$ cat src/sdf_ctrl_pkg.sv
package sdf_ctrl_pkg;

    localparam int MAX_LOG2_LEN = 8;  // Frames up to 256 samples

    typedef logic [MAX_LOG2_LEN-1:0] frame_idx_t;

    typedef enum logic {
        BF1_FILL,
        BF1_SUM
    } bf1_mode_e;

    typedef enum logic [1:0] {
        BF2_FILL,
        BF2_SUM,
        BF2_ROT_SUM                   // Sum with the -j rotated input
    } bf2_mode_e;

endpackage

$ cat src/fft_num_pkg.sv
package fft_num_pkg;

    localparam int IN_WIDTH = 16;     // Input component width
    localparam int TW_WIDTH = 16;
    localparam int TW_FRAC  = 14;     // Twiddle fraction bits

    typedef struct packed {
        logic signed [IN_WIDTH-1:0] re;
        logic signed [IN_WIDTH-1:0] im;
    } in_cplx_t;

    typedef struct packed {
        logic signed [IN_WIDTH:0] re;     // One bit of growth after BF1
        logic signed [IN_WIDTH:0] im;
    } bf1_cplx_t;

    typedef struct packed {
        logic signed [IN_WIDTH+1:0] re;
        logic signed [IN_WIDTH+1:0] im;
    } bf2_cplx_t;

    typedef struct packed {
        logic signed [IN_WIDTH+2:0] re;   // Multiplier output after truncation
        logic signed [IN_WIDTH+2:0] im;
    } out_cplx_t;

    typedef struct packed {
        logic signed [TW_WIDTH-1:0] re;
        logic signed [TW_WIDTH-1:0] im;
    } twiddle_t;

endpackage
$ cat src/r22sdf_stage.sv
module r22sdf_stage #(
    parameter int FRAME_LEN = 16
) (
    input  logic                                  clk,
    input  logic                                  rst,
    input  logic signed [fft_num_pkg::IN_WIDTH-1:0] din_re,
    input  logic signed [fft_num_pkg::IN_WIDTH-1:0] din_im,
    input  logic                                  din_valid,
    output logic signed [fft_num_pkg::IN_WIDTH+2:0] dout_re,
    output logic signed [fft_num_pkg::IN_WIDTH+2:0] dout_im,
    output logic                                  dout_valid
);

    fft_num_pkg::in_cplx_t  din;
    fft_num_pkg::bf1_cplx_t bf1_data;
    logic                   bf1_valid;
    fft_num_pkg::bf2_cplx_t bf2_data;
    logic                   bf2_valid;
    fft_num_pkg::twiddle_t  twiddle;
    fft_num_pkg::out_cplx_t out_data;

    assign din.re = din_re;
    assign din.im = din_im;

    sdf_bf1 #(
        .FRAME_LEN (FRAME_LEN)
    ) i_sdf_bf1 (
        .clk        (clk),
        .rst        (rst),
        .din        (din),
        .din_valid  (din_valid),
        .dout       (bf1_data),
        .dout_valid (bf1_valid)
    );

    sdf_bf2 #(
        .FRAME_LEN (FRAME_LEN)
    ) i_sdf_bf2 (
        .clk        (clk),
        .rst        (rst),
        .din        (bf1_data),
        .din_valid  (bf1_valid),
        .dout       (bf2_data),
        .dout_valid (bf2_valid)
    );

    twiddle_gen #(
        .FRAME_LEN (FRAME_LEN)
    ) i_twiddle_gen (
        .clk          (clk),
        .rst          (rst),
        .sample_valid (bf2_valid),
        .twiddle      (twiddle)
    );

    twiddle_mult i_twiddle_mult (
        .clk        (clk),
        .rst        (rst),
        .din        (bf2_data),
        .din_valid  (bf2_valid),
        .twiddle    (twiddle),
        .dout       (out_data),
        .dout_valid (dout_valid)
    );

    assign dout_re = out_data.re;
    assign dout_im = out_data.im;

endmodule

$ cat src/twiddle_mult.sv
module twiddle_mult (
    input  logic                   clk,
    input  logic                   rst,
    input  fft_num_pkg::bf2_cplx_t din,
    input  logic                   din_valid,
    input  fft_num_pkg::twiddle_t  twiddle,
    output fft_num_pkg::out_cplx_t dout,
    output logic                   dout_valid
);

    localparam int AW = fft_num_pkg::IN_WIDTH + 2;
    localparam int OW = fft_num_pkg::IN_WIDTH + 3;
    localparam int PW = AW + fft_num_pkg::TW_WIDTH;
    localparam int SW = PW + 1;

    logic signed [PW-1:0] p_rr;
    logic signed [PW-1:0] p_ii;
    logic signed [PW-1:0] p_ri;
    logic signed [PW-1:0] p_ir;
    logic signed [SW-1:0] s_re;
    logic signed [SW-1:0] s_im;
    logic                 valid_d1;

    always_ff @(posedge clk) begin
        if (din_valid) begin
            p_rr <= $signed(din.re) * $signed(twiddle.re);
            p_ii <= $signed(din.im) * $signed(twiddle.im);
            p_ri <= $signed(din.re) * $signed(twiddle.im);
            p_ir <= $signed(din.im) * $signed(twiddle.re);
        end
    end

    assign s_re = p_rr - p_ii;
    assign s_im = p_ri + p_ir;

    always_ff @(posedge clk) begin
        if (valid_d1) begin
            dout.re <= s_re[fft_num_pkg::TW_FRAC +: OW];  // Arithmetic shift by TW_FRAC
            dout.im <= s_im[fft_num_pkg::TW_FRAC +: OW];
        end
    end

    always_ff @(posedge clk) begin
        if (rst) begin
            valid_d1   <= 1'b0;
            dout_valid <= 1'b0;
        end else begin
            valid_d1   <= din_valid;
            dout_valid <= valid_d1;
        end
    end

endmodule

$ cat src/twiddle_gen.sv
module twiddle_gen #(
    parameter int FRAME_LEN = 16
) (
    input  logic                  clk,
    input  logic                  rst,
    input  logic                  sample_valid,
    output fft_num_pkg::twiddle_t twiddle
);

    localparam int  CNT_W = $clog2(FRAME_LEN);
    localparam int  R_W   = CNT_W - 2;
    localparam int  TW_W  = fft_num_pkg::TW_WIDTH;
    localparam real PI    = 3.14159265358979323846;
    localparam real SCALE = real'(1 << fft_num_pkg::TW_FRAC);

    typedef fft_num_pkg::twiddle_t [FRAME_LEN-1:0] tw_table_t;

    // W^e = exp(-j*2*pi*e/N) in fixed point, rounded to nearest
    function automatic tw_table_t build_table();
        tw_table_t tbl;
        real       ang;
        for (int e = 0; e < FRAME_LEN; e++) begin
            ang       = 2.0 * PI * e / FRAME_LEN;
            tbl[e].re = TW_W'(int'($cos(ang) * SCALE));
            tbl[e].im = TW_W'(int'(-$sin(ang) * SCALE));
        end
        return tbl;
    endfunction

    localparam tw_table_t TW_TABLE = build_table();

    logic [CNT_W-1:0]         cnt;
    logic [1:0]               q;
    logic [1:0]               k;
    logic [R_W-1:0]           r;
    sdf_ctrl_pkg::frame_idx_t expo;

    assign q    = cnt[CNT_W-1 -: 2];
    assign r    = cnt[R_W-1:0];
    assign k    = {q[0], q[1]};                    // Blocks leave in order 0, 2, 1, 3
    assign expo = sdf_ctrl_pkg::frame_idx_t'(r) * sdf_ctrl_pkg::frame_idx_t'(k);

    always_ff @(posedge clk) begin
        if (rst) begin
            cnt <= '0;
        end else if (sample_valid) begin
            cnt <= cnt + 1'b1;
        end
    end

    assign twiddle = TW_TABLE[expo[CNT_W-1:0]];  // r*k stays below FRAME_LEN

endmodule

$ cat src/sdf_bf2.sv
module sdf_bf2 #(
    parameter int FRAME_LEN = 16
) (
    input  logic                   clk,
    input  logic                   rst,
    input  fft_num_pkg::bf1_cplx_t din,
    input  logic                   din_valid,
    output fft_num_pkg::bf2_cplx_t dout,
    output logic                   dout_valid
);

    localparam int CNT_W = $clog2(FRAME_LEN);
    localparam int Q_W   = CNT_W - 2;              // Offset bits within a quarter
    localparam int W2    = fft_num_pkg::IN_WIDTH + 2;

    logic [CNT_W-1:0]        cnt;
    logic [1:0]              quarter;
    sdf_ctrl_pkg::bf2_mode_e mode;
    logic                    primed;

    fft_num_pkg::bf2_cplx_t x_ext;
    fft_num_pkg::bf2_cplx_t fb;
    fft_num_pkg::bf2_cplx_t fb_next;
    fft_num_pkg::bf2_cplx_t out_next;

    assign x_ext.re = {din.re[W2-2], din.re};
    assign x_ext.im = {din.im[W2-2], din.im};
    assign quarter  = cnt[CNT_W-1 -: 2];

    always_comb begin
        case (mode)
            sdf_ctrl_pkg::BF2_SUM: begin
                fb_next.re  = fb.re - x_ext.re;
                fb_next.im  = fb.im - x_ext.im;
                out_next.re = fb.re + x_ext.re;
                out_next.im = fb.im + x_ext.im;
            end
            sdf_ctrl_pkg::BF2_ROT_SUM: begin
                // -j * (a + jb) = b - ja
                fb_next.re  = fb.re - x_ext.im;
                fb_next.im  = fb.im + x_ext.re;
                out_next.re = fb.re + x_ext.im;
                out_next.im = fb.im - x_ext.re;
            end
            default: begin
                fb_next  = x_ext;
                out_next = fb;
            end
        endcase
    end

    always_ff @(posedge clk) begin
        if (rst) begin
            cnt        <= '0;
            mode       <= sdf_ctrl_pkg::BF2_FILL;
            primed     <= 1'b0;
            dout_valid <= 1'b0;
        end else begin
            dout_valid <= din_valid & primed;
            if (din_valid) begin
                cnt <= cnt + 1'b1;
                if (cnt[Q_W-1:0] == '1) begin    // Last sample of a quarter
                    case (quarter)
                        2'd0: begin
                            mode   <= sdf_ctrl_pkg::BF2_SUM;
                            primed <= 1'b1;
                        end
                        2'd1:    mode <= sdf_ctrl_pkg::BF2_FILL;
                        2'd2:    mode <= sdf_ctrl_pkg::BF2_ROT_SUM;
                        default: mode <= sdf_ctrl_pkg::BF2_FILL;
                    endcase
                end
            end
        end
    end

    always_ff @(posedge clk) begin
        if (din_valid) begin
            dout <= out_next;
        end
    end

    feedback_delay #(
        .WIDTH (2 * W2),
        .DEPTH (FRAME_LEN / 4)
    ) i_feedback_delay (
        .clk  (clk),
        .rst  (rst),
        .en   (din_valid),
        .din  (fb_next),
        .dout (fb)
    );

endmodule

$ cat src/sdf_bf1.sv
module sdf_bf1 #(
    parameter int FRAME_LEN = 16
) (
    input  logic                   clk,
    input  logic                   rst,
    input  fft_num_pkg::in_cplx_t  din,
    input  logic                   din_valid,
    output fft_num_pkg::bf1_cplx_t dout,
    output logic                   dout_valid
);

    localparam int CNT_W = $clog2(FRAME_LEN);
    localparam int W1    = fft_num_pkg::IN_WIDTH + 1;

    logic [CNT_W-1:0]        cnt;
    sdf_ctrl_pkg::bf1_mode_e mode;
    logic                    primed;

    fft_num_pkg::bf1_cplx_t x_ext;
    fft_num_pkg::bf1_cplx_t fb;
    fft_num_pkg::bf1_cplx_t fb_next;
    fft_num_pkg::bf1_cplx_t out_next;

    assign x_ext.re = {din.re[W1-2], din.re};  // Sign extend by one bit
    assign x_ext.im = {din.im[W1-2], din.im};

    always_comb begin
        if (mode == sdf_ctrl_pkg::BF1_FILL) begin
            fb_next  = x_ext;
            out_next = fb;                       // Differences of the previous frame
        end else begin
            fb_next.re  = fb.re - x_ext.re;
            fb_next.im  = fb.im - x_ext.im;
            out_next.re = fb.re + x_ext.re;
            out_next.im = fb.im + x_ext.im;
        end
    end

    always_ff @(posedge clk) begin
        if (rst) begin
            cnt        <= '0;
            mode       <= sdf_ctrl_pkg::BF1_FILL;
            primed     <= 1'b0;
            dout_valid <= 1'b0;
        end else begin
            dout_valid <= din_valid & primed;
            if (din_valid) begin
                cnt <= cnt + 1'b1;               // Wraps at FRAME_LEN
                if (cnt[CNT_W-2:0] == '1) begin
                    if (!cnt[CNT_W-1]) begin
                        mode   <= sdf_ctrl_pkg::BF1_SUM;
                        primed <= 1'b1;          // First half frame stored
                    end else begin
                        mode <= sdf_ctrl_pkg::BF1_FILL;
                    end
                end
            end
        end
    end

    always_ff @(posedge clk) begin
        if (din_valid) begin
            dout <= out_next;
        end
    end

    feedback_delay #(
        .WIDTH (2 * W1),
        .DEPTH (FRAME_LEN / 2)
    ) i_feedback_delay (
        .clk  (clk),
        .rst  (rst),
        .en   (din_valid),
        .din  (fb_next),
        .dout (fb)
    );

endmodule

$ cat src/feedback_delay.sv
module feedback_delay #(
    parameter int WIDTH = 32,
    parameter int DEPTH = 8
) (
    input  logic             clk,
    input  logic             rst,
    input  logic             en,
    input  logic [WIDTH-1:0] din,
    output logic [WIDTH-1:0] dout
);

    logic [WIDTH-1:0] line [DEPTH];

    // Advances only on valid samples, so gaps do not disturb alignment
    always_ff @(posedge clk) begin
        if (rst) begin
            for (int i = 0; i < DEPTH; i++) begin
                line[i] <= '0;
            end
        end else if (en) begin
            line[0] <= din;
            for (int i = 1; i < DEPTH; i++) begin
                line[i] <= line[i-1];
            end
        end
    end

    assign dout = line[DEPTH-1];  // Oldest stored sample

endmodule

$ cat config.mk
export PLATFORM = sky130hd
export DESIGN_NAME = r22sdf_stage
export DESIGN_NICKNAME = d
export VERILOG_FILES = /design/src/sdf_ctrl_pkg.sv /design/src/fft_num_pkg.sv /design/src/r22sdf_stage.sv /design/src/twiddle_mult.sv /design/src/twiddle_gen.sv /design/src/sdf_bf2.sv /design/src/sdf_bf1.sv /design/src/feedback_delay.sv
export SDC_FILE = /design/constraint.sdc
export NUM_CORES = 2
export LEC_CHECK = 0
export BUFFER_PORTS_ARGS = -buffer_cell sky130_fd_sc_hd__buf_2
export CAP_MARGIN = 20
export CORE_MARGIN = 3
export CORE_UTILIZATION = 45
export CTS_CLUSTER_SIZE = 40
export DETAILED_ROUTE_END_ITERATION = 16
export PLACE_DENSITY = 0.69
export SYNTH_ARGS = -nofsm -noshare
export SYNTH_HDL_FRONTEND = slang
export SYNTH_HIERARCHICAL = 1
export SYNTH_SLANG_ARGS = --single-unit
$ cat constraint.sdc
create_clock -name clk -period 9.34 [get_ports clk]
set_input_delay 1.868 -clock clk [delete_from_list [all_inputs] [get_ports clk]]
set_output_delay 1.868 -clock clk [all_outputs]
set_load 0.03 [all_outputs]
==> run summary <==
Status: finished clean
Max Fclk: 112 MHz
Worst stage delay on the critical path: 0.68 ns
Vias post-DR: 52209
NumNets Final: 9269
GP Congestion: 0.873
Setup violators final: 0
Reg area: 20100 µm²
Switching Share: 24.6%
Ys flop type: edfxtp_1
PwrDens: 87.6 nW/µm²
# DRC: 0
Hold Path Class: reg2reg
Post-Place Worst Slack: 0.378 ns
Multi-input gate area: 51400 µm²
Wire per inst: 17.4 µm
Net switching power: 1.80 mW
Post-CTS Setup Bufs: 0
Die Width: 424 µm
Mapped Cells: 7732
Drt initial violations: 3247
Critical path's slowest cell: mux2i_1
CTS tree: done
CP delay by family, top: adder cells
Synth cell count leaders: inv_1 (1413), fa_1 (1144), nand2_1 (736)
Largest net degree at the start of global routing: 167
CP most frequent cell: fa_1
Flops & latches, synth: 677
Relative slew slack: 24.9%
Port Buffers: 73
P_leak: 40.6 nW
Worst Max-Slew Pin Slew: 1.13 ns
H-tree levels: 3
Syn Nets: 9456
Initial Util: 45.6%
Core Area: 173000 µm²
Num rows: 152
Min cycle time layout: 8.96 ns
Die Area: 180000 µm²
Die H: 424 µm
Layout cells sized above 1: 5.40%
EDFF count, synth: 656
CP max FO: 32
Max_cap viols: 0
Most numerous cell in the Yosys netlist: inv_1
Clk sink count: 677
Dpl hpwl: 129 mm
RSZ-0062 raised after global routing: yes
Clk root buf: clkbuf_16
Setup TNS Final: 0 ns
Yosys top cell area share: 29.1%
Post-synthesis async set-or-reset flop share: 0%
Synth area leader: fa_1
Vias in the first global route: 55861
I/O Pins: 74
Area Growth Syn to Fin: 6.27%
Worst vdd ir: 0.000148 V
Antenna violations before repair: 0
Setup CP Type: reg2reg
R2r setup slk: 0.38 ns
Drt total wl: 173 mm
Post-synthesis sequential area ratio: 25.6%
Placed cell area: 80900 µm²
Clock power frac: 43.3%
Post-CTS resize count: 0
Max clock buf depth: 3
GR Util All Layers: 19.9%
CTS buffer count: 80
Synth warnings: 6
Fillers: 15803
CP Launch Type: flop
Post-synthesis cell area: 78700 µm²
Tcrit/Tclk final: 95.9%
Internal Pwr Total: 5.52 mW
TritonRoute pass-1 iters: 7
Synth cell types: 106
Setup Skew: 0.0587 ns
Post-route setup slack: 0.382 ns
Worst endpoint required time: 9.79 ns
Grt ovf: 0
Final hold violations: 0
Worst hold slack: 0.435 ns
Final Max Tran Viols: 0
Clock transition at path regs: 0.06 ns
Critical Path End Type: flop
Clk_lat worst skew: 0.73 ns
Comb power frac: 9.0%
First-pass GRT wire length: 291 mm
DR vias/cell: 5.26
Hold_buf cts: 0
Buf+Inv Stages, Crit Path: 7
Reg power frac: 47.7%
Critical path data arrival time: 9.41 ns
# diodes: 0
Final Instance Area: 83700 µm²
Avg Inst Size Synth: 10.2 µm²
Post-route ant nets: 0
Synth top area cells: fa_1 (29%), edfxtp_1 (25%), ha_1 (8.7%)
## flip-flops by register name, summed over array words and instances, names as in the netlist
register,cells
i_twiddle_mult/p_ri,33
i_sdf_bf2/i_feedback_delay/line,144
i_sdf_bf1/dout_valid,1
i_twiddle_mult/p_rr,33
i_twiddle_mult/dout_valid,1
i_twiddle_mult/valid_d1,1
i_twiddle_mult/p_ii,33
i_sdf_bf2/mode,2
i_sdf_bf2/dout,36
i_sdf_bf2/dout_valid,1
i_sdf_bf1/cnt,4
i_sdf_bf1/i_feedback_delay/line,272
i_sdf_bf1/dout,34
i_twiddle_mult/dout,38
i_sdf_bf1/mode,1
i_twiddle_gen/cnt,4
i_twiddle_mult/p_ir,33
i_sdf_bf2/cnt,4
i_sdf_bf2/primed,1
i_sdf_bf1/primed,1
## per-layer routing
layer / share of wire (%) / global-route usage (%) / up-vias
met4: 5.1 / 9.10 / 0
met5: 0 / 0 / -
met1: 42 / 25.6 / 26546
li1: - / - / 24149
met2: 49 / 33.7 / 1200
met3: 4.4 / 2.34 / 314
## cell type report
cell class / instances / share of cell area (%)
Multi-Input combinational cell: 5199 / 61.5
Inverter: 1417 / 6.36
Clock buffer: 99 / 2.50
Clock inverter: 49 / 0.724
Tap cell: 2310 / 3.45
Sequential cell: 677 / 24.1
Timing Repair Buffer: 170 / 1.44
## cells by family (layout without fill, tap and decap cells)
family	count (synthesis)	in the layout	synth area share, %
DFF	677	677	25.6
AOI/OAI and AO/OA	852	852	7.10
xor gates and xnor gates	304	304	3.38
muxes	65	65	0.872
buffers and inverters	1856	1735	9.31
adders and majority gates	1689	1689	37.7
and+or+nand+nor	2289	2289	16.0
## power by group through the flow
stage | Clock [mW] | Sequential, mW | Combinational (mW)
4_1_cts | 3.28 | 3.50 | 0.653
3_3_place_gp | 0 | 3.56 | 0.638
3_5_place_dp | 0 | 3.56 | 0.648
5_1_grt | 3.41 | 3.51 | 0.733
2_1_floorplan | 0 | 3.53 | 0.531
6_report | 3.17 | 3.50 | 0.656
## per-stage QoR
step | utilization [%] | power [mW] | cells
floorplan | - | 4.06 | 7732
global placement | 46.9 | 4.19 | 9770
detailed placement | 46.9 | 4.21 | 9770
CTS | 48.4 | 7.43 | 9918
global route | 48.5 | 7.65 | 9921
finish | 48.5 | 7.33 | 9921
## path summary, 6_finish.rpt
kind                                           from                                end  depth (start not counted)
hold / removal        i_sdf_bf1/primed$_SDFFE_PP0P_    i_sdf_bf1/dout_valid$_SDFF_PP0_                          2
setup / recovery  i_twiddle_gen/cnt[1]$_SDFFE_PP0P_  i_twiddle_mult/p_ii[31]$_DFFE_PP_                         28
setup reg to reg  i_twiddle_gen/cnt[1]$_SDFFE_PP0P_  i_twiddle_mult/p_ii[31]$_DFFE_PP_                         28
hold reg to reg       i_sdf_bf1/primed$_SDFFE_PP0P_    i_sdf_bf1/dout_valid$_SDFF_PP0_                          2
## layout by cell type (no fill, tap or decap), types with 29 or more instances in the layout
master,instances
inv_1,1413
fa_1,1144
nand2_1,736
edfxtp_1,656
ha_1,544
and2_1,542
and3b_1,348
nor2_1,295
a21oi_1,262
xnor2_1,220
o21ai_0,161
buf_4,90
a21o_1,86
xor2_1,84
clkbuf_16,80
nor2b_1,71
buf_2,71
nand2b_1,53
nor3_1,53
o21bai_1,41
o21a_1,39
nand3_1,37
and2b_1,34
a31oi_1,30
mux2_2,29
## worst register-to-register path: cells and delay by family, from the launching register on
kind                       cells  cell delay (ns)
and+or+nand+nor                4             1.00
buffers and inverters          7             0.89
AOI/OAI and AO/OA              6             1.40
DFF                            1             0.41
adders and majority gates      9             4.05
muxes                          2             0.96
Note: power is estimated with default switching activity, not from simulation.
